`src/hw/loader_pkg.sv`:
```
`default_nettype none

package loader_pkg;

   // serial line timing, clock cycles per bit
   localparam int bit_cycles = 6;
   localparam int cnt_bits = $clog2(bit_cycles);

   // last count of a whole bit
   localparam logic [cnt_bits-1:0] bit_last = cnt_bits'(bit_cycles - 1);
   // last count before the middle of the start bit
   localparam logic [cnt_bits-1:0] half_last = cnt_bits'(bit_cycles / 2 - 1);
   // stop bit tail, ends early enough to catch a start bit right behind it
   localparam logic [cnt_bits-1:0] tail_last = cnt_bits'(bit_cycles / 2 - 3);

   // sram geometry
   localparam int addr_bits = 20;
   localparam logic [addr_bits-1:0] sram_words = addr_bits'(256);

   // word that ends the load phase
   localparam logic [31:0] end_marker = 32'hffffffff;

   // loader states
   localparam logic [2:0] st_load = 3'd0;
   localparam logic [2:0] st_read = 3'd1;
   localparam logic [2:0] st_wait = 3'd2;
   localparam logic [2:0] st_send = 3'd3;
   localparam logic [2:0] st_echo = 3'd4;

   // one sram word, or four serial bytes with byte 3 sent first
   typedef union packed {
      logic [31:0]     word;
      logic [3:0][7:0] bytes;
   } sram_word_u;

endpackage

`default_nettype wire

```
`src/hw/loader.sv`:
```
`default_nettype none

module loader (
   input  logic                             clk,
   input  logic                             arst_n,
   input  logic [7:0]                       rx_data,
   input  logic                             changed,
   output logic [7:0]                       tx_data,
   output logic                             start,
   input  logic                             busy,
   output logic                             mem_we,
   output logic                             mem_re,
   output logic [loader_pkg::addr_bits-1:0] mem_addr,
   output loader_pkg::sram_word_u           mem_wdata,
   input  loader_pkg::sram_word_u           mem_rdata,
   input  logic                             mem_rvalid
);

   logic [2:0]                       state;
   logic [1:0]                       byte_idx;
   logic [loader_pkg::addr_bits-1:0] count;
   logic [loader_pkg::addr_bits-1:0] rd_addr;
   logic                             echo_pend;
   loader_pkg::sram_word_u           word_buf;
   loader_pkg::sram_word_u           word_next;
   logic                             send_ok;
   logic                             load_byte;
   logic                             load_last;
   logic                             store;
   logic                             send_byte;
   logic                             echo_take;

   // byte index 0 fills byte 3, msb first
   always_comb begin
      word_next = word_buf;
      word_next.bytes[~byte_idx] = rx_data;
   end

   // busy only rises the cycle after start
   assign send_ok   = !busy && !start;
   assign load_byte = state == loader_pkg::st_load && changed;
   assign load_last = load_byte && byte_idx == 2'd3;
   assign store     = load_last && word_next.word != loader_pkg::end_marker &&
                      count != loader_pkg::sram_words;
   assign send_byte = state == loader_pkg::st_send && send_ok;
   assign echo_take = state == loader_pkg::st_echo && changed;

   always_ff @(posedge clk or negedge arst_n) begin
      if (!arst_n) begin
         state     <= loader_pkg::st_load;
         byte_idx  <= '0;
         count     <= '0;
         rd_addr   <= '0;
         echo_pend <= 1'b0;
         start     <= 1'b0;
         mem_we    <= 1'b0;
         mem_re    <= 1'b0;
      end else begin
         start  <= 1'b0;
         mem_we <= store;
         mem_re <= 1'b0;
         case (state)
            loader_pkg::st_load: begin
               if (load_byte) begin
                  byte_idx <= byte_idx + 1'b1;
               end
               if (store) begin
                  count <= count + 1'b1;
               end
               if (load_last && word_next.word == loader_pkg::end_marker) begin
                  rd_addr <= '0;
                  state   <= (count == '0) ? loader_pkg::st_echo : loader_pkg::st_read;
               end
            end
            loader_pkg::st_read: begin
               mem_re <= 1'b1;
               state  <= loader_pkg::st_wait;
            end
            loader_pkg::st_wait: begin
               if (mem_rvalid) begin
                  byte_idx <= '0;
                  state    <= loader_pkg::st_send;
               end
            end
            loader_pkg::st_send: begin
               if (send_byte) begin
                  start    <= 1'b1;
                  byte_idx <= byte_idx + 1'b1;
                  if (byte_idx == 2'd3) begin
                     rd_addr <= rd_addr + 1'b1;
                     if (rd_addr + 1'b1 == count) begin
                        state <= loader_pkg::st_echo;
                     end else begin
                        state <= loader_pkg::st_read;
                     end
                  end
               end
            end
            loader_pkg::st_echo: begin
               // the last dump byte may still be on the line
               if (echo_take) begin
                  if (send_ok) begin
                     start <= 1'b1;
                  end else begin
                     echo_pend <= 1'b1;
                  end
               end else if (echo_pend && send_ok) begin
                  start     <= 1'b1;
                  echo_pend <= 1'b0;
               end
            end
            default: begin
               state <= loader_pkg::st_load;
            end
         endcase
      end
   end

   always_ff @(posedge clk) begin
      if (load_byte) begin
         word_buf <= word_next;
      end else if (state == loader_pkg::st_wait && mem_rvalid) begin
         word_buf <= mem_rdata;
      end

      if (store) begin
         mem_wdata <= word_next;
         mem_addr  <= count;
      end else if (state == loader_pkg::st_read) begin
         mem_addr <= rd_addr;
      end

      if (send_byte) begin
         tx_data <= word_buf.bytes[~byte_idx];
      end else if (echo_take) begin
         tx_data <= rx_data;
      end
   end

endmodule

`default_nettype wire

```
`config.mk`:
```
export PLATFORM = sky130hd
export DESIGN_NAME = loader
export DESIGN_NICKNAME = d
export VERILOG_FILES = /design/src/hw/loader_pkg.sv /design/src/hw/loader.sv
export SDC_FILE = /design/constraint.sdc
export NUM_CORES = 1
export LEC_CHECK = 0
export ABC_CLOCK_PERIOD_IN_PS = 5000
export BUFFER_PORTS_ARGS = -buffer_cell sky130_fd_sc_hd__clkbuf_2
export CORE_MARGIN = 8
export CORE_UTILIZATION = 45
export CTS_CLUSTER_DIAMETER = 120
export DETAILED_ROUTE_END_ITERATION = 7
export HOLD_SLACK_MARGIN = 0.08
export PLACE_DENSITY_LB_ADDON = 0.12
export SYNTH_ARGS = -nofsm -noshare
export SYNTH_HDL_FRONTEND = slang
export SYNTH_SLANG_ARGS = --single-unit
```
`constraint.sdc`:
```
create_clock -name clk -period 5 [get_ports clk]
set_input_delay 0.5 -clock clk [delete_from_list [all_inputs] [get_ports clk]]
set_output_delay 0.5 -clock clk [all_outputs]
set_load 0.005 [all_outputs]
```
==> metrics.yaml <==
synth-compound-area-share: 0.0816
tightestPinTransition_ns: 1.11
synth_top_family_by_area: "multiplexers"
multiInputGateArea_um2: 3190
die_height_um: 145
portBuffers: 107
cts_made_buffers: 17
critPathLaunchType: "flop"
ys_warn_count: 0
cts_tree: "done"
drc: 0
clock_latency_ns: 0.43
vdd_drop_max_mv: 0.286
ys_async_sr_fraction: 0.348
relSlewSlack: 0.257
fmax_ghz: 0.262
r2r-start: "byte_idx[0]"
rsz0062_at_grt: "no"
finalSetupTns_ns: 0
p_int_mw: 2.61
synth_cell_types: 65
clock-sinks: 141
fin_worst_skew_ns: 0.0170
synth_mux_area_frac: 0.144
stdcell_count: 948
outcome: "completed"
die_area_um2: 21200
hold_buffers: 0
grt_pass1_vias: 5308
synth-seq-cells: 141
core.rowCount: 47
swShare: 0.307
cellPowerDensity_nw_per_um2: 432
post_drt_wl_per_cell_um: 20.6
overflow: 0
synth.most_common_cell: "edfxtp_1"
hold_viol_final: 0
finalNetCount: 767
root_buffer: "clkbuf_16"
slew_violations: 0
grt.total_usage: 0.186
antenna_left: 0
synth-edff-count: 92
crit_type: "flop to flop"
synth.avg_cell_area_um2: 11.9
reg2reg_to: "count[18]"
hold_path_class: "primary input to async pin"
core_um2: 16500
crit_path_end_kind: "flop"
cts_setup_buffers: 0
drt-pass1-iter-count: 7
grt_pass1_wl_um: 31000
grt_max_degree: 50
viasPerCell: 5.78
place.gp.congestion: 0.900
hpwl_um: 13800
drive_gt1_frac: 0.335
placed_cells: 916
synth_area_leader_cell: "edfxtp_1"
yosysTopAreaCellShare: 0.366
post-route-min-period_ns: 3.82
seqCellArea_um2: 3990
leakagePower_nw: 3.44
antenna_found_initial: 0
reg2reg_slack_ns: 1.18
htreeDepth: 4
switchingPower_mw: 1.16
n_fill_cell: 1440
clkPwrFrac: 0.347
syn_nets: 684
worst-path-max-fanout: 24
r2r_cells: 11
pwr-share-comb: 0.240
arrival_ns: 4.13
drt_iter0_markers: 628
synthesis.area_um2: 7540
synth_fa_ha_area_frac: 0.0116
io-pin-count: 108
synthXorXnorAreaFrac: 0.0544
path_clk_slew_ns: 0.06
routed_wirelength_um: 19600
fin_crit_sh: 0.764
syn_inst: 632
ctsResizeCount: 0
cp_data_required_time_ns: 5.30
synthTopCellsByCount: "edfxtp_1, mux2_2, dfrtp_1"
die_x_um: 145
synth_flop_cell: "edfxtp_1"
start_util: 0.458
setup_viol: 0
drv_cap: 0
pwr-share-seq: 0.413
cts_buffer_depth: 2
netlist_top_cells_area: "edfxtp_1, dfrtp_1, mux2_2"
n_antenna_cell: 0
vias: 5482
ys_seq_area_frac: 0.529
synthSimpleGateAreaFrac: 0.128
area_growth_pct: 15.9
post-route-util: 0.531
-- per-stage QoR --
step / cell area (um2) / hold WS (ns) / total power, mW / worst slack [ns]
after floorplan: 7540 / 0.204 / 2.22 / 0.866
after global placement: 8130 / 0.490 / 2.46 / 1.30
after detailed placement: 8130 / 0.514 / 2.47 / 1.17
after CTS: 8740 / 0.214 / 3.79 / 1.16
after global routing: 8740 / 0.250 / 3.95 / 0.889
final: 8740 / 0.188 / 3.77 / 1.18
-- routing by layer --
metal,GRT usage,routed length [um],vias to the layer above
met5,0,0,-
met4,0.0604,339,0
met3,0.0510,1460,30
met2,0.259,8390,242
met1,0.271,9360,2692
li1,-,-,2518
-- registers in the layout (all words and copies together) (netlist names) --
register	flops
start	1
mem_addr	20
word_buf	32
state	3
count	20
mem_re	1
tx_data	8
mem_we	1
byte_idx	2
echo_pend	1
rd_addr	20
mem_wdata	32
-- worst max-delay path: stages, from the launching register on --
cell,delay (ns)
dfrtp_1,0.57
inv_1,0.19
ha_1,0.55
mux2_2,0.43
a21oi_1,0.19
nor2_1,0.08
and4b_1,0.28
nor2_4,0.47
buf_4,0.38
buf_4,0.26
nand4_1,0.13
xnor2_1,0.15
-- worst max-delay path by stage --
| stage | slack [ns] | cells after the start | end | from |
|---|---|---|---|---|
| after floorplan | 0.87 | 12 | mem_addr[17] | byte_idx[0] |
| after global placement | 1.30 | 11 | count[18] | byte_idx[0] |
| after detailed placement | 1.17 | 11 | count[18] | byte_idx[0] |
| after CTS | 1.16 | 11 | count[18] | byte_idx[0] |
| after global routing | 0.89 | 11 | count[18] | byte_idx[0] |
| final | 1.18 | 11 | count[18] | byte_idx[0] |
-- area by class of cell --
type	instances	area share
tap	220	0.0315
inverter	18	0.00773
multi-input combinational	421	0.365
clock buffer	17	0.0487
timing repair buffer	116	0.0690
sequential	141	0.456
clock inverter	15	0.0215
-- cells in the final DEF, fill, tap and decap left out, drive strengths merged, types with 16 or more instances in the layout --
cell,n
mux2,74
o21ai,22
clkbuf,124
xnor2,38
nand3,25
nand4,20
a31oi,16
inv,22
dfrtp,49
nor2,42
nand2,42
a21oi,18
edfxtp,92
-- logic make-up after synthesis --
| logic type | count (synthesis) |
|---|---|
| multiplexers | 89 |
| AO/OA/AOI/OAI | 95 |
| flip-flops | 141 |
| AND/OR/NAND/NOR | 184 |
| adder cells (fa/ha/maj) | 7 |
| XOR/XNOR | 46 |
| buffers and inverters | 70 |
-- power groups by stage --
stage	clock network, mW	logic, mW	registers [mW]
floorplan	0	0.720	1.50
global placement	0	0.887	1.58
detailed placement	0	0.895	1.58
CTS	1.33	0.904	1.56
global route	1.38	0.988	1.58
finish	1.31	0.904	1.56
(Power assumes the default switching activity.)
