`src/hw/loader_pkg.sv`:
```
`default_nettype none

package loader_pkg;

   // serial line timing, clock cycles per bit
   localparam int bit_cycles = 6;
   localparam int cnt_bits = $clog2(bit_cycles);

   // last count of a whole bit
   localparam logic [cnt_bits-1:0] bit_last = cnt_bits'(bit_cycles - 1);
   // last count before the middle of the start bit
   localparam logic [cnt_bits-1:0] half_last = cnt_bits'(bit_cycles / 2 - 1);
   // stop bit tail, ends early enough to catch a start bit right behind it
   localparam logic [cnt_bits-1:0] tail_last = cnt_bits'(bit_cycles / 2 - 3);

   // sram geometry
   localparam int addr_bits = 20;
   localparam logic [addr_bits-1:0] sram_words = addr_bits'(256);

   // word that ends the load phase
   localparam logic [31:0] end_marker = 32'hffffffff;

   // loader states
   localparam logic [2:0] st_load = 3'd0;
   localparam logic [2:0] st_read = 3'd1;
   localparam logic [2:0] st_wait = 3'd2;
   localparam logic [2:0] st_send = 3'd3;
   localparam logic [2:0] st_echo = 3'd4;

   // one sram word, or four serial bytes with byte 3 sent first
   typedef union packed {
      logic [31:0]     word;
      logic [3:0][7:0] bytes;
   } sram_word_u;

endpackage

`default_nettype wire

```
`src/hw/uart_rx.sv`:
```
`default_nettype none

module uart_rx (
   input  logic       clk,
   input  logic       arst_n,
   input  logic       rx,
   output logic [7:0] rx_data,
   output logic       changed
);

   logic                            rx_meta;
   logic                            rx_sync;
   logic                            active;
   logic [3:0]                      bit_idx;
   logic [loader_pkg::cnt_bits-1:0] cnt;
   logic [7:0]                      shift;
   logic                            sample_data;
   logic                            frame_done;

   // bit 0 is the start bit, 1 to 8 data, 9 stop, 10 the tail
   assign sample_data = active && bit_idx >= 4'd1 && bit_idx <= 4'd8 &&
                        cnt == loader_pkg::bit_last;
   assign frame_done  = active && bit_idx == 4'd10 && cnt == loader_pkg::tail_last;

   // two-flop synchronizer, idles high like the line
   always_ff @(posedge clk or negedge arst_n) begin
      if (!arst_n) begin
         rx_meta <= 1'b1;
         rx_sync <= 1'b1;
      end else begin
         rx_meta <= rx;
         rx_sync <= rx_meta;
      end
   end

   always_ff @(posedge clk or negedge arst_n) begin
      if (!arst_n) begin
         active  <= 1'b0;
         bit_idx <= '0;
         cnt     <= '0;
         changed <= 1'b0;
      end else begin
         changed <= 1'b0;
         if (!active) begin
            // falling line starts a frame
            if (!rx_sync) begin
               active  <= 1'b1;
               bit_idx <= '0;
               cnt     <= '0;
            end
         end else if (bit_idx == 4'd0) begin
            cnt <= cnt + 1'b1;
            if (cnt == loader_pkg::half_last) begin
               cnt <= '0;
               // glitch, line back high at mid start
               if (rx_sync) begin
                  active <= 1'b0;
               end else begin
                  bit_idx <= 4'd1;
               end
            end
         end else if (bit_idx == 4'd9) begin
            cnt <= cnt + 1'b1;
            if (cnt == loader_pkg::bit_last) begin
               cnt <= '0;
               // framing error drops the byte
               if (rx_sync) begin
                  bit_idx <= 4'd10;
               end else begin
                  active <= 1'b0;
               end
            end
         end else if (frame_done) begin
            active  <= 1'b0;
            changed <= 1'b1;
         end else begin
            cnt <= cnt + 1'b1;
            if (sample_data) begin
               cnt     <= '0;
               bit_idx <= bit_idx + 1'b1;
            end
         end
      end
   end

   // lsb arrives first
   always_ff @(posedge clk) begin
      if (sample_data) begin
         shift <= {rx_sync, shift[7:1]};
      end
      if (frame_done) begin
         rx_data <= shift;
      end
   end

endmodule

`default_nettype wire

```
`config.mk`:
```
export PLATFORM = sky130hd
export DESIGN_NAME = uart_rx
export DESIGN_NICKNAME = d
export VERILOG_FILES = /design/src/hw/loader_pkg.sv /design/src/hw/uart_rx.sv
export SDC_FILE = /design/constraint.sdc
export NUM_CORES = 1
export LEC_CHECK = 0
export ABC_AREA = 1
export BUFFER_PORTS_ARGS = -buffer_cell sky130_fd_sc_hd__clkbuf_2
export CORE_ASPECT_RATIO = 0.5
export CORE_MARGIN = 4
export CORE_UTILIZATION = 50
export DETAILED_ROUTE_END_ITERATION = 8
export GPL_TIMING_DRIVEN = 0
export PLACE_DENSITY = 0.69
export SLEW_MARGIN = 20
export SYNTH_ARGS = -nofsm -noshare
export SYNTH_HDL_FRONTEND = slang
export SYNTH_SLANG_ARGS = --single-unit
```
`constraint.sdc`:
```
create_clock -name clk -period 2.27 [get_ports clk]
set_clock_uncertainty 0.2 [all_clocks]
set_input_delay 0.454 -clock clk [delete_from_list [all_inputs] [get_ports clk]]
set_output_delay 0.454 -clock clk [all_outputs]
set_load 0.02 [all_outputs]
```
==> results.yml, run 1 <==
detailed_routing:
  first_pass_iters: 4
  final_antenna_net_count: 0
  first_iter_violations: 21
  via_count: 941
  drt_drc_violations_left: 0
  wl_per_cell_um: 11.5
  vias_per_cell: 4.71
  drt_wl_total_um: 2300
global_routing:
  antenna_found_initial: 0
  overflow: 0
  grt_pass1_wl_um: 4010
  grt_pass1_vias: 879
  grt_use_total_pct: 13.5
  grt_max_degree: 17
yosys:
  async_flop_share_pct: 40.7
  synth_area_per_cell_um2: 9.69
  synth_ff_type: "edfxtp_1"
  syn_area_mm2: 0.00143
  yosysTopAreaCell: "edfxtp_1"
  synth.top_cell.area_share_pct: 33.7
  yosys_warnings: 0
  seq_area_frac_synth_pct: 53.2
  synth_seq_cells: 27
  synth_fp_nets: 159
  synth_top_cells_by_count: "36 x nand2_1, 16 x edfxtp_1, 16 x nor2_1"
  synth_cell_types: 26
  yosys-top-cells-area: "edfxtp_1 34%, dfrtp_1 16%, nand2_1 9.5%"
  yosysMostFrequentCell: "nand2_1"
  synth-edff-count: 16
  netlist_instances: 147
timing:
  rsz0062_at_grt: "no"
  hold_viol_final: 0
  fin_crit_sh_pct: 83.7
  max_slew_margin_pct: 77.4
  period_needed_ps: 1900
  finalMaxSlewViolations: 0
  tightest_slew_ps: 339
  setup_ws_ps: 371
  tns_ps: 0
  setup_violations: 0
  fmax_mhz: 526
clocking:
  h-tree-depth: 1
  cts.clk_slew.worst_paths_ps: 90
  clk_path_buf_depth: 2
  cts_buffers: 3
  cts_tree: "yes"
  cts_root_buf: "clkbuf_8"
  holdBufCountCts: 1
  post-cts-setup-buffers: 0
  cts_resized: 0
  clk_latency_ps: 270
  cts_sinks: 27
floorplan:
  rows: 13
  ios: 12
  core_region_area_mm2: 0.00265
  dieArea_mm2: 0.00382
  start_util_pct: 53.8
  die_w_um: 83.5
  die_h_um: 45.8
setup_path:
  path_max_fanout: 8
  required_ps: 2010
  arrival_ps: 1640
  r2r_cells: 6
  worstSetupEndpointType: "register"
  critPathLaunchType: "register"
  critPathKind: "register to register"
layout:
  drive_gt1_share_pct: 25.2
  syn2layout_area_growth_pct: 11.2
  antenna_cells: 0
  fillCellCount: 214
  multi_input_area_um2: 572
  regArea_um2: 758
  fin_nets: 176
run_status:
  outcome: "finished, final reports clean"
flow_run:
  cap_violations: 0
placement:
  port_buffers: 11
  place_ws_ps: 369
  hpwl_um: 1770
  gp_congestion: 0.800
pwr:
  vdd.ir_drop.worst_mv: 0.559
  p_leak_nw: 0.784
  p_per_area_mw_per_mm2: 1180
min_path:
  min_path_cells: 1
  hold_class: "input port to register"
## sequential cells by signal, summed over array words and instances (netlist names)
signal,flops
bit_idx,4
active,1
changed,1
rx_sync,1
cnt,3
rx_meta,1
shift,8
rx_data,8
## per-stage QoR
step,util [%],instance area (µm²),hold slack (ps),std cells,total power [mW]
floorplan,-,1430,-41.6,147,1.45
global placement,57.6,1530,146,195,1.60
detailed placement,57.6,1530,147,195,1.62
CTS,59.8,1590,53.6,200,1.89
global route,59.8,1590,47.4,200,2.06
finish,59.8,1590,59.0,200,1.88
## metal layers
| layer | part of all wire (%) | vias up | track usage, % | wire [µm] |
|---|---|---|---|---|
| li1 | - | 497 | - | - |
| met1 | 51 | 431 | 17.4 | 1160 |
| met2 | 45 | 13 | 23.7 | 1040 |
| met3 | 4.3 | 0 | 4.33 | 98 |
| met4 | 0 | 0 | 1.92 | 0 |
| met5 | 0 | - | 0 | 0 |
## logic make-up after synthesis
group / Yosys count / share of synthesized area (%)
flip-flops: 27 / 53.2
XOR/XNOR: 2 / 1.23
adder cells (fa/ha/maj): 9 / 7.90
buffers and inverters: 22 / 6.67
AND/OR/NAND/NOR: 81 / 28.9
AO/OA/AOI/OAI: 6 / 2.11
## power by group
group	switching [mW]	internal, mW	leakage (nW)
logic	0.560	0.320	0.486
registers	0.0903	0.639	0.276
clock network	0.143	0.124	0.0217
total	0.793	1.08	0.784
## worst max-delay path, stage by stage (launching register included)
cell and delay, ps:
dfrtp_1 440, inv_1 140, ha_1 250, nand2_1 70
nand2_1 100, nand3_4 100, inv_1 280
## area by class of cell
| class | count | share of cell area [%] |
|---|---|---|
| clock buffer | 3 | 2.60 |
| multi-input combinational | 98 | 36.1 |
| tap | 37 | 2.92 |
| sequential | 27 | 47.8 |
| buffer | 2 | 1.18 |
| inverter | 20 | 4.81 |
| clock inverter | 1 | 0.474 |
| timing repair buffer | 12 | 4.10 |
## worst paths after layout
path / start / end / slack (ps)
max: bit_idx[0] / shift[2] / 370
min: rx / rx_meta / 60
max reg2reg: bit_idx[0] / shift[2] / 370
min reg2reg: rx_meta / rx_sync / 160
max in group asynchronous: arst_n / rx_meta / 1190
min in group asynchronous: arst_n / cnt[1] / 400
## placed cells by master (no fill, tap or decap), drive strengths merged
master,netlist,final
inv,18,18
a21oi,3,3
ha,9,9
buf,2,2
dfstp,2,2
dlygate4sd3,0,1
nor3,1,1
dfrtp,9,9
clkinvlp,0,1
edfxtp,16,16
nand4,2,2
nand3,14,14
xnor2,1,1
nor2,21,21
clkinv,2,2
xor2,1,1
clkbuf,0,14
nand2,43,43
o21ai,3,3
Note: power is estimated with default switching activity, not from simulation.
==> inputs of run 2 (changes only) <==
==> constraint.sdc (replaced) <==
create_clock -name clk -period 1.81 [get_ports clk]
set_clock_uncertainty 0.2 [all_clocks]
set_input_delay 0.362 -clock clk [delete_from_list [all_inputs] [get_ports clk]]
set_output_delay 0.362 -clock clk [all_outputs]
set_load 0.02 [all_outputs]
==> results.yml, run 2 (synthesis results as in run 1) <==
run_status:
  outcome: "finished, final reports clean"
placement:
  gp_congestion: 0.800
  port_buffers: 11
  hpwl_um: 1770
clocking:
  cts_sinks: 27
  h-tree-depth: 1
  cts_root_buf: "clkbuf_8"
  cts_buffers: 3
  cts.clk_slew.worst_paths_ps: 90
  clk_latency_ps: 270
  clk_path_buf_depth: 2
  cts_tree: "yes"
detailed_routing:
  vias_per_cell: 4.85
  via_count: 1000
  final_antenna_net_count: 0
  wl_per_cell_um: 11.6
  drt_wl_total_um: 2380
  first_pass_iters: 4
  first_iter_violations: 24
  drt_drc_violations_left: 0
timing:
  fmax_mhz: 575
  fin_crit_sh_pct: 96.1
  setup_violations: 0
  finalMaxSlewViolations: 0
  tns_ps: 0
  tightest_slew_ps: 296
  period_needed_ps: 1740
  max_slew_margin_pct: 80.3
  rsz0062_at_grt: "yes"
  hold_slack_ps: 160
  hold_viol_final: 0
min_path:
  min_path_cells: 0
  hold_class: "register to register"
  hp-start: "rx_meta"
  holdPathEnd: "rx_sync"
global_routing:
  overflow: 0
  grt_pass1_vias: 888
  grt_use_total_pct: 13.7
  antenna_found_initial: 0
  grt_max_degree: 17
  grt_pass1_wl_um: 4070
setup_path:
  critPathTopFamily: "flip-flops"
  path_max_fanout: 8
  r2r_cells: 6
  r2r_end: "shift[2]"
  r2r_start: "cnt[1]"
  worst-path-buf-inv: 2
  path_cells: "inv_1 -> ha_2 -> nand2_4 -> nor2_4 -> nand3_4 -> clkinvlp_4"
  critPathSlowestCell: "dfrtp_1"
  critPathLaunchType: "register"
  required_ps: 1590
  ff2ff_setup_slack_ps: 70
  critPathKind: "register to register"
  cp_slowest_stage_delay_ps: 420
  arrival_ps: 1520
  worstSetupEndpointType: "register"
floorplan:
  rows: 13
  ios: 12
  core_region_area_mm2: 0.00265
  start_util_pct: 53.8
  dieArea_mm2: 0.00382
  die_w_um: 83.5
  die_h_um: 45.8
layout:
  mostFrequentLayoutCell: "nand2_1"
  regArea_um2: 761
  drive_gt1_share_pct: 33.7
  reg_top3: "rx_data x8, shift x8, bit_idx x4"
  multi_input_area_um2: 599
  final_cell_mix: "35 x nand2_1, 16 x edfxtp_1, 15 x nor2_1, 11 x clkbuf_2"
  finalCoreUtilization_pct: 62.9
  fillCellCount: 205
  antenna_cells: 0
  syn2layout_area_growth_pct: 16.9
  fin_nets: 182
pwr:
  vdd.ir_drop.worst_mv: 0.741
  p_per_area_mw_per_mm2: 1500
  p_leak_nw: 0.801
flow_run:
  cap_violations: 0
==> run 2: timing repair <==
action                                  CTS  global route
setup buffers                             0             5
endpoints found under the setup margin   12            23
hold endpoints to repair                 10             0
gates resized for setup                   2            11
pin swaps                                 0             2
hold buffers                              2             0
==> run 2: worst max path at each step <==
stage,endpoint,cells after the start,slack (ps),from
4_1_cts,bit_idx[2],9,8,bit_idx[1]
5_1_grt,shift[6],6,-10,cnt[1]
6_report,shift[2],6,70,cnt[1]
2_1_floorplan,shift[0],6,100,bit_idx[0]
3_5_place_dp,shift[4],6,-90,bit_idx[0]
3_3_place_gp,shift[3],6,-80,bit_idx[0]
==> run 2: through the flow <==
stage	worst slack, ps	total power [mW]	cell area [µm²]	std cells
floorplan	102	1.82	1430	147
global placement	-75.0	2.01	1530	195
detailed placement	-90.8	2.04	1530	195
CTS	7.60	2.39	1600	201
global route	-14.3	2.73	1670	206
finish	69.7	2.49	1670	206
==> run 2: final cells by class <==
| class | count | area share (%) |
|---|---|---|
| Tap cell | 37 | 2.78 |
| Inverter | 20 | 4.80 |
| Timing Repair Buffer | 18 | 6.76 |
| Sequential cell | 27 | 45.6 |
| Multi-Input combinational cell | 98 | 36.0 |
| Clock buffer | 3 | 2.48 |
| Buffer | 2 | 1.13 |
| Clock inverter | 1 | 0.450 |
==> run 2: report_power, final <==
| part | internal [mW] | switching (mW) |
|---|---|---|
| Clock | 0.156 | 0.180 |
| Combinational | 0.484 | 0.745 |
| Sequential | 0.806 | 0.123 |
| Total | 1.45 | 1.05 |
==> run 2: metal layers <==
layer | wire (µm) | vias up | track usage, %
li1 | - | 508 | -
met3 | 112 | 0 | 4.33
met1 | 1160 | 479 | 17.6
met4 | 0 | 0 | 1.92
met5 | 0 | - | 0
met2 | 1100 | 13 | 24.2
