--- src/hw/loader_pkg.sv ---
`default_nettype none

package loader_pkg;

   // serial line timing, clock cycles per bit
   localparam int bit_cycles = 6;
   localparam int cnt_bits = $clog2(bit_cycles);

   // last count of a whole bit
   localparam logic [cnt_bits-1:0] bit_last = cnt_bits'(bit_cycles - 1);
   // last count before the middle of the start bit
   localparam logic [cnt_bits-1:0] half_last = cnt_bits'(bit_cycles / 2 - 1);
   // stop bit tail, ends early enough to catch a start bit right behind it
   localparam logic [cnt_bits-1:0] tail_last = cnt_bits'(bit_cycles / 2 - 3);

   // sram geometry
   localparam int addr_bits = 20;
   localparam logic [addr_bits-1:0] sram_words = addr_bits'(256);

   // word that ends the load phase
   localparam logic [31:0] end_marker = 32'hffffffff;

   // loader states
   localparam logic [2:0] st_load = 3'd0;
   localparam logic [2:0] st_read = 3'd1;
   localparam logic [2:0] st_wait = 3'd2;
   localparam logic [2:0] st_send = 3'd3;
   localparam logic [2:0] st_echo = 3'd4;

   // one sram word, or four serial bytes with byte 3 sent first
   typedef union packed {
      logic [31:0]     word;
      logic [3:0][7:0] bytes;
   } sram_word_u;

endpackage

`default_nettype wire

--- src/hw/uart_tx.sv ---
`default_nettype none

module uart_tx (
   input  logic       clk,
   input  logic       arst_n,
   input  logic [7:0] tx_data,
   input  logic       start,
   output logic       tx,
   output logic       busy
);

   // data bits then the stop bit, shifted out from bit 0
   logic [8:0]                      shift;
   logic [3:0]                      bit_idx;
   logic [loader_pkg::cnt_bits-1:0] cnt;
   logic                            launch;
   logic                            bit_end;

   assign launch  = start && !busy;
   assign bit_end = busy && cnt == loader_pkg::bit_last;

   always_ff @(posedge clk or negedge arst_n) begin
      if (!arst_n) begin
         tx      <= 1'b1;
         busy    <= 1'b0;
         bit_idx <= '0;
         cnt     <= '0;
      end else if (launch) begin
         // start bit goes out right away
         tx      <= 1'b0;
         busy    <= 1'b1;
         bit_idx <= '0;
         cnt     <= '0;
      end else if (bit_end) begin
         cnt <= '0;
         if (bit_idx == 4'd9) begin
            // stop bit done, line already high
            busy <= 1'b0;
         end else begin
            tx      <= shift[0];
            bit_idx <= bit_idx + 1'b1;
         end
      end else if (busy) begin
         cnt <= cnt + 1'b1;
      end
   end

   always_ff @(posedge clk) begin
      if (launch) begin
         shift <= {1'b1, tx_data};
      end else if (bit_end) begin
         shift <= {1'b1, shift[8:1]};
      end
   end

endmodule

`default_nettype wire

--- config.mk ---
export PLATFORM = sky130hd
export DESIGN_NAME = uart_tx
export DESIGN_NICKNAME = d
export VERILOG_FILES = /design/src/hw/loader_pkg.sv /design/src/hw/uart_tx.sv
export SDC_FILE = /design/constraint.sdc
export NUM_CORES = 1
export LEC_CHECK = 0
export ABC_AREA = 1
export BUFFER_PORTS_ARGS = -buffer_cell sky130_fd_sc_hd__buf_2
export CORE_MARGIN = 3
export CORE_UTILIZATION = 45
export CTS_CLUSTER_SIZE = 30
export DETAILED_ROUTE_END_ITERATION = 7
export PLACE_DENSITY = 0.66
export SLEW_MARGIN = 5
export SYNTH_ARGS = -nofsm -noshare
export SYNTH_HDL_FRONTEND = slang
export SYNTH_SLANG_ARGS = --single-unit
--- constraint.sdc ---
create_clock -name clk -period 2.44 [get_ports clk]
set_clock_uncertainty 0.2 [all_clocks]
set_input_delay 0.488 -clock clk [delete_from_list [all_inputs] [get_ports clk]]
set_output_delay 0.488 -clock clk [all_outputs]
set_load 0.02 [all_outputs]
==> out/results.txt, run 1 <==
The number of synthesis warnings was 0; the final cycle utilization of the critical path was 0.684. The number of hold buffers added after cts is 1, and the number of H-tree branching levels is 1. The worst path in the final design needs a cycle of 1.67 ns, including I/O delays and setup. Worst hold path class: in2reg. The run gives 846 sq um as the post-synthesis instance area. Adding up every negative setup slack in the final design gives 0 ns. The clock latency reported for the late side of the worst-skew pair is 0.28 ns.

The number of nets in the synthesized netlist is 106. The run gives 0 as the DRC violations left. For this run the aggregate overflow at the end of global routing stands at 0.

The worst-case IR drop observed on VDD is 408 uV. Dividing the detail-routed wire length by the instance count gives 10.7 microns. The number of global-route vias before repair came out at 558.

The total area inside the core boundary comes to 1750 sq um. The startpoint type of the worst setup path is a register. The routed layout has 602 vias. The remaining max-slew budget at the tightest pin is 0.822. Sequential fraction of the synthesis area: 0.552.

The library cell used most frequently in the layout, excluding fill and tap cells, is nand2_1. The count of buffers added on input and output ports is 12. The ratio of cells with drive above 1 in the final layout was 0.252. TritonCTS built the clock tree. Number of antenna violations at the first check in global routing: 0. For this block, the routed nets add up to 1410 microns of wire. Including well taps, the total number of placed cells is 127. Power spread over the standard cell area amounts to 993 nW/um^2. Among cell families on the critical path, the largest total delay comes from flip-flops. At the end of routability-driven placement, the weighted congestion stood at 0.748.

The tools report the number of standard-cell rows in the floorplan as 15. For the total inserted antenna cells, the log shows 0. The tools report the final number of max-transition violations as 0.

The global-route usage over all layers was 0.132. The first global-routing pass estimated 2390 microns of wire. The post-CTS setup repair buffer count is 0, and the number of optimization iterations in the first detailed-route pass is 4.

The tools report the filler-free cell count of the finished design as 132. Setup repair after global routing left no endpoint under its margin. Once detailed placement completed, the half-perimeter wirelength came to 1050 microns. The critical path goes through buf_2.

The floorplan die height is 49.4 microns, and the post-route core utilization is 0.554. The endpoint kind of the worst setup timing path is an output pin. The flow ran to the end, and the final reports show no timing, DRC or antenna violations. By area the synthesized netlist is led by edfxtp_1, dfrtp_1, nand2_1, ha_1, inv_1. Among all stages on the critical path, the largest delay is contributed by dfstp_2.

Based on the critical path, the design can be clocked at up to 599 MHz. edfxtp_1 takes more of the synthesized area than any other cell. The cell count after synthesis came out at 91. Using the TritonRoute via totals, the vias-per-cell ratio works out to 4.56. The critical path in this run is classified as reg2out. The horizontal die dimension is 49.4 microns, and the top-area cell type share of the netlist area is 0.284. The total clock sinks was 17; the worst-case reg-to-reg path depth was 7. In this design, the stage delay of the slowest critical-path cell is 0.54 ns. The synthesized netlist contains 23 unique library cells. The largest driver fanout on the critical path was 2. During I/O placement, the number of pins put on the boundary was 13. The initial core utilization was 0.485; the leakage power was 0.471 nW.

The detail route stage leaves a number of antenna-violating nets equal to 0. CTS root buffer: clkbuf_4. Data arrives at the worst endpoint at 0.98 ns. The count of final setup violators is 0, and the final hold violation count is 0. The final layout contains 123 nets. The quantity of gates resized following cts was 0. For the pin with the worst max-slew slack, the measured transition is 0.267 ns.

Synthesis inferred 17 register bits. The worst hold path was traced through 2 stages. No sink is reached through more buffers than the 2 on the longest clock path.

The die area was 2440 sq um; the number of violations reported at the end of detailed-routing iteration 0 was 8. Number of logic stages on the critical path including buffering: 1. The number of buffers and inverters on the critical path is 1, and the data required time at the worst endpoint is 1.75 ns.

From synthesis to final layout, the design area changed by 14.3%. Counting the buffers created by CTS gives 3. A synthesized cell averages 9.29 sq um. Leaving out fill and tap cells, the most frequent cells in the layout are nand2_1, buf_2, inv_1.

The tool flagged a number of max-cap violations equal to 0. The run gives 15 as the maximum number of pins on one net before global-route repair. The CTS clock-pin slew for the worst setup and hold paths came out at 0.10 ns.
## stage by stage
| step | cell area [sq um] | worst slack [ns] | hold slack [ns] | total power [W] |
|---|---|---|---|---|
| after floorplan | 846 | 0.998 | -0.00759 | 0.000738 |
| after global placement | 930 | 0.941 | 0.153 | 0.000807 |
| after detailed placement | 930 | 0.921 | 0.155 | 0.000820 |
| after CTS | 967 | 0.748 | 0.240 | 0.000976 |
| after global routing | 967 | 0.718 | 0.246 | 0.00105 |
| final | 967 | 0.771 | 0.257 | 0.000961 |
## cell type report
type / instances / area, sq um
tap: 25 / 31.3
timing repair buffer: 13 / 70.1
sequential: 17 / 467
inverter: 10 / 37.5
fill: 160 / 778
clock buffer: 3 / 22.5
multi-input combinational: 63 / 334
clock inverter: 1 / 5.00
## synthesized netlist by cell type
| cell | n |
|---|---|
| nand2_4 | 2 |
| edfxtp_1 | 8 |
| o21ai_2 | 1 |
| a21oi_1 | 2 |
| nand3_2 | 1 |
| inv_2 | 1 |
| o21ai_0 | 1 |
| nor2_2 | 2 |
| nand4_1 | 1 |
| buf_4 | 1 |
| o21ai_1 | 2 |
| dfstp_2 | 1 |
| dfrtp_1 | 8 |
| nor2_1 | 3 |
| ha_1 | 4 |
| nand2_2 | 3 |
| xor2_1 | 1 |
| nand3_1 | 2 |
| or2_1 | 1 |
| nor3_1 | 2 |
| nand2_1 | 34 |
| inv_1 | 9 |
| o22ai_1 | 1 |
## where the power goes
part / total [W] / internal, W / switching [W] / leakage (nW)
sequential: 0.000497 / 0.000416 / 0.0000808 / 0.171
clock: 0.000149 / 0.0000609 / 0.0000886 / 0.0177
combinational: 0.000315 / 0.000128 / 0.000187 / 0.281
## path summary, 6_finish.rpt
check | from | end | slack, ns
min in group asynchronous | arst_n | bit_idx[2] | 0.37
max reg2reg | cnt[1] | bit_idx[1] | 0.92
max | tx | tx | 0.77
min | tx_data[7] | shift[7] | 0.26
min reg2reg | shift[0] | tx | 0.27
max in group asynchronous | arst_n | tx | 1.43
## sequential cells by signal, indices dropped and copies added (netlist names)
signal	count
shift	8
bit_idx	4
cnt	3
busy	1
tx	1
## worst reg2reg max path, cell delays in order (launching register included)
cell and delay [ns]:
dfrtp_1 0.39, inv_1 0.07, ha_1 0.17, nand3_2 0.11, nand2_2 0.24, nand2_4 0.10, nand2_1 0.08, o21ai_2 0.05
## metal layers
metal | part of all wire | vias to the layer above | global-route usage
met5 | 0 | - | 0
met4 | 0.0064 | 0 | 0.0711
met3 | 0.026 | 2 | 0.0367
met2 | 0.46 | 6 | 0.199
met1 | 0.51 | 275 | 0.169
li1 | - | 319 | -
## kinds of logic (layout without fill, tap and decap cells)
| group | count (synthesis) | after routing | synth area share |
|---|---|---|---|
| buf+inv | 11 | 27 | 0.0533 |
| compound gates | 7 | 7 | 0.0473 |
| fa+ha+maj | 4 | 4 | 0.0592 |
| xor+xnor | 1 | 1 | 0.0104 |
| flops | 17 | 17 | 0.552 |
| simple gates | 51 | 51 | 0.278 |
(Power assumes the default switching activity.)
==> run 2, diff against run 1 <==
--- a/config.mk
+++ b/config.mk
@@ -5,7 +5,7 @@
 export SDC_FILE = /design/constraint.sdc
 export NUM_CORES = 1
 export LEC_CHECK = 0
-export ABC_AREA = 1
+export ABC_AREA = 0
 export BUFFER_PORTS_ARGS = -buffer_cell sky130_fd_sc_hd__buf_2
 export CORE_MARGIN = 3
 export CORE_UTILIZATION = 45
==> constraint.sdc (replaced) <==
create_clock -name clk -period 1.7 [get_ports clk]
set_clock_uncertainty 0.2 [all_clocks]
set_input_delay 0.34 -clock clk [delete_from_list [all_inputs] [get_ports clk]]
set_output_delay 0.34 -clock clk [all_outputs]
set_load 0.02 [all_outputs]
==> run 2 against run 1 <==
Clock power grew 44%; count of clock-buffer cells in the layout is the same; utilization grew 3.7 points; setup slack lost 0.72 ns; highest routed layer unchanged; die area shrank 2.1%.
==> out/results.txt, run 2 <==
The run finished with clean final reports. The routed wirelength normalized by instance count was 12.2 microns (+15%); the leftover overflow at the end of global routing was 0 (unchanged). The proportion of synthesized flip-flops having asynchronous set or reset was 0.529 (unchanged); the flip-flop and latch count after synthesis was 17 (unchanged). The detailed placer's ending HPWL was 1010 microns (-3.0%); the number of clock buffers inserted by TritonCTS was 3 (unchanged). The tools report the number of antenna violations at the first check in global routing as 0 (unchanged). The data required time at the worst endpoint was 1.16 ns (-0.59 ns). The final net count is 112 (-8.9%), and the number of vias in the routed layout is 578 (-4.0%). Aggregate routed wire length: 1470 microns (+4.2%). The critical path's top delay family was flip-flops. The number of enable-type register cells in the synthesized netlist is 8 (unchanged).

The internal power component was 0.000901 W (+49%). The top achievable clock speed is 608 MHz, and the length of routed wiring on met1 is 667 microns (-6.5%). From synthesis to final layout, the design area changed by 15.5%. The horizontal die dimension works out to 48.8 microns (-1.1%).

Port buffer count: 12 (unchanged). The setup slack on the worst flop-to-flop path was 0.12 ns (-0.80 ns). The largest registers in the layout are shift (8), bit_idx (4), cnt (3).

The detail-routed via count per cell is 4.82 (+5.6%). Yosys attributes the largest share of cell area to edfxtp_1, dfrtp_1, nand2_1, ha_1, mux2i_1. The number of violations reported at the end of detailed-routing iteration 0 was 7 (-1); the number of buffers and inverters on the critical path was 2 (+1). Ranked by flip-flop count, first place goes to shift.

Post-synthesis net count: 95 (-10%). The run gives 0.512 (-0.005) as the sequential group share of total power. The wire length of the first global-routing pass is 2620 microns (+9.5%), and the share of total power consumed by net switching is 0.347 (-0.0236). After detailed routing, no signal wire sits above met4. The met2 wirelength from detailed routing is 711 microns (+9.7%). The remaining max-slew budget at the tightest pin was 0.718 (-0.104). The number of buffers on the longest clock path came out at 2 (unchanged). The tools report the endpoint kind of the worst setup timing path as an output pin. For the total inserted antenna cells, the log shows 0 (unchanged). The run gives 17 (unchanged) as the total clock sinks.

The top-area cell type share of the netlist area was 0.291 (+0.00689). The sequential fraction of the synthesis area is 0.565 (+0.0134). Setup repair after global routing left no endpoint under its margin. The leakage power came out at 0.458 nW (-2.6%). The global-route usage over all layers was 0.145 (+0.0134). By count the netlist is led by nand2_1, dfrtp_1, edfxtp_1, mux2i_1, ha_1.

The CTS root buffer was clkbuf_4. For the post-route standard cell area excluding fillers, the log shows 953 sq um (-1.4%). The run gives 4 (unchanged) as the number of optimization iterations in the first detailed-route pass. The number of global-route vias before repair was 596 (+6.8%); the count of final setup violators was 0 (unchanged). For the final number of max-transition violations, the log shows 0 (unchanged).

The run gives 0.0550 ns (-0.866 ns) as the worst setup timing slack at the placement stage. The gate count after technology mapping was 80 (-12%). The highest cell delay on the worst timing path is 0.49 ns (-0.05 ns), and the number of standard-cell rows in the floorplan is 14 (-1).

The initial core utilization is 0.512 (+0.0278), and the CTS clock-pin slew for the worst setup and hold paths is 0.10 ns (about the same). For the number of synthesis warnings, the log shows 0 (unchanged). The smallest hold slack was 0.0743 ns (-0.183 ns); the maximum number of pins on one net before global-route repair was 12 (-3).

The tools report the power consumption as 0.00138 W (+44%). The synthesized design spends more area on one cell type than any other, namely edfxtp_1. The arrival time of the worst setup path was 1.11 ns (+0.13 ns). The largest individual stage delay along the critical path comes from the cell dfrtp_1.

The ratio of cells with drive above 1 in the final layout was 0.229 (-0.0232); the placement-stage cell area was 913 sq um (-1.7%). For the number of max-cap violations, the log shows 0 (unchanged). nand2_1 is the most common cell in the netlist. TritonCTS built the clock tree.

The post-synthesis instance area is 826 sq um (-2.4%), and the count of cell types in the netlist is 22 (-4.3%). The mean cell area of the mapped netlist came out at 10.3 sq um (+11%). The logs give 0 ns (unchanged) for the final total negative setup slack and 0.701 (-6.3%) for the placer's final routability congestion estimate. The final cycle utilization of the critical path is 0.968. The core area was 1610 sq um (-7.7%).

The logs give 13 (unchanged) for the number of top-level design ports and 0.29 ns (about the same) for the clock latency reported for the late side of the worst-skew pair. The power share of the combinational group is 0.332 (+0.004), and the largest driver fanout on the critical path is 8 (+6). Among all flip-flop cells after synthesis, the most frequent one is edfxtp_1. The tools report the clock power share as 0.156 (about the same). The number of H-tree branching levels was 1 (unchanged). The worst setup path is of the reg2out kind. Final hold violation count: 0 (unchanged).

The number of flip-flops in the largest register was 8 (unchanged). For the maximum vdd ir drop, the log shows 651 uV (+60%). The worst hold path belongs to the class in2reg. The floorplan die height is 48.8 microns (-1.1%). The run gives 0 (unchanged) as the count of nets left with antenna violations after detail routing. The run gives 0 (unchanged) as the DRC violations left.

The setup slack after layout is 0.0544 ns (-0.716 ns). The library cell used most frequently in the layout, excluding fill and tap cells, is nand2_1. Power density over cell area: 1450 nW/um^2 (+46%).

Startpoint type of the worst setup path: a register. The slew of the pin with the lowest slew margin is 0.423 ns (+0.157 ns), and the met3 layer wire length in the routed design is 64 microns (+78%). The power dissipated by switching net loads was 0.000479 W (+35%). The critical path goes through buf_4 > buf_2. The minimum clock period was 1.65 ns. The die area came out at 2380 sq um (-2.1%).

In the layout the commonest cells are nand2_1, buf_2, dfrtp_1, edfxtp_1, mux2i_1.
[run 2: cell count changes after synthesis, sizes merged, moves of 2 or more]
cell,change
nor2,-3
nand2b,+3
nand3,-3
inv,-7
nand2,-9
mux2i,+5
buf,+2
nor3,-2
[run 2: worst reg2reg max path, stage by stage (launching register included)]
cell	delay, ns
dfrtp_1	0.44
ha_1	0.25
and3_4	0.18
or2_4	0.28
[run 2: final timing paths]
check / cells past startpoint / from / end
max: 2 / busy / busy
min: 2 / start / cnt[1]
max reg2reg: 3 / cnt[0] / shift[6]
min reg2reg: 2 / tx / tx
max in group asynchronous: 2 / arst_n / tx
min in group asynchronous: 2 / arst_n / bit_idx[2]
[run 2: power by group through the flow]
stage / sequential (W) / clock [W] / combinational, W
global route: 0.000722 / 0.000241 / 0.000519
global placement: 0.000704 / 0 / 0.000426
CTS: 0.000705 / 0.000221 / 0.000465
detailed placement: 0.000711 / 0 / 0.000445
floorplan: 0.000704 / 0 / 0.000331
finish: 0.000706 / 0.000215 / 0.000459
[run 2: kinds of logic (layout without fill, tap and decap cells)]
family	after synthesis	in the layout	share of synthesized area
AOI/OAI and AO/OA	7	7	0.0546
and+or+nand+nor	41	41	0.224
adders and majority gates	4	4	0.0606
muxes	5	5	0.0606
DFF	17	17	0.565
buffers and inverters	6	22	0.0349
[run 2: layout make-up]
cell class / count / area [sq um]
Clock buffer: 3 / 22.5
Inverter: 3 / 11.3
Multi-Input combinational cell: 57 / 333
Fill cell: 165 / 658
Clock inverter: 1 / 5.00
Sequential cell: 17 / 467
Tap cell: 24 / 30.0
Timing Repair Buffer: 15 / 85.1
[run 2: routing by layer]
layer	global-route usage	up-vias
met2	0.224	13
met1	0.191	261
met5	0	-
li1	-	300
met4	0.0569	0
met3	0.0428	4
[run 2: through the flow]
| stage | util | instances |
|---|---|---|
| detailed placement | 0.567 | 115 |
| CTS | 0.590 | 120 |
| floorplan | - | 80 |
| global placement | 0.567 | 115 |
| finish | 0.592 | 120 |
| global route | 0.592 | 120 |
[run 2: what timing repair did]
item | in CTS | in global routing
endpoints found under the setup margin | 0 | 8
hold buffers | 1 | 0
gates resized for setup | 0 | 1
buffers inserted | 0 | 0
endpoints found under the hold margin | 9 | 0
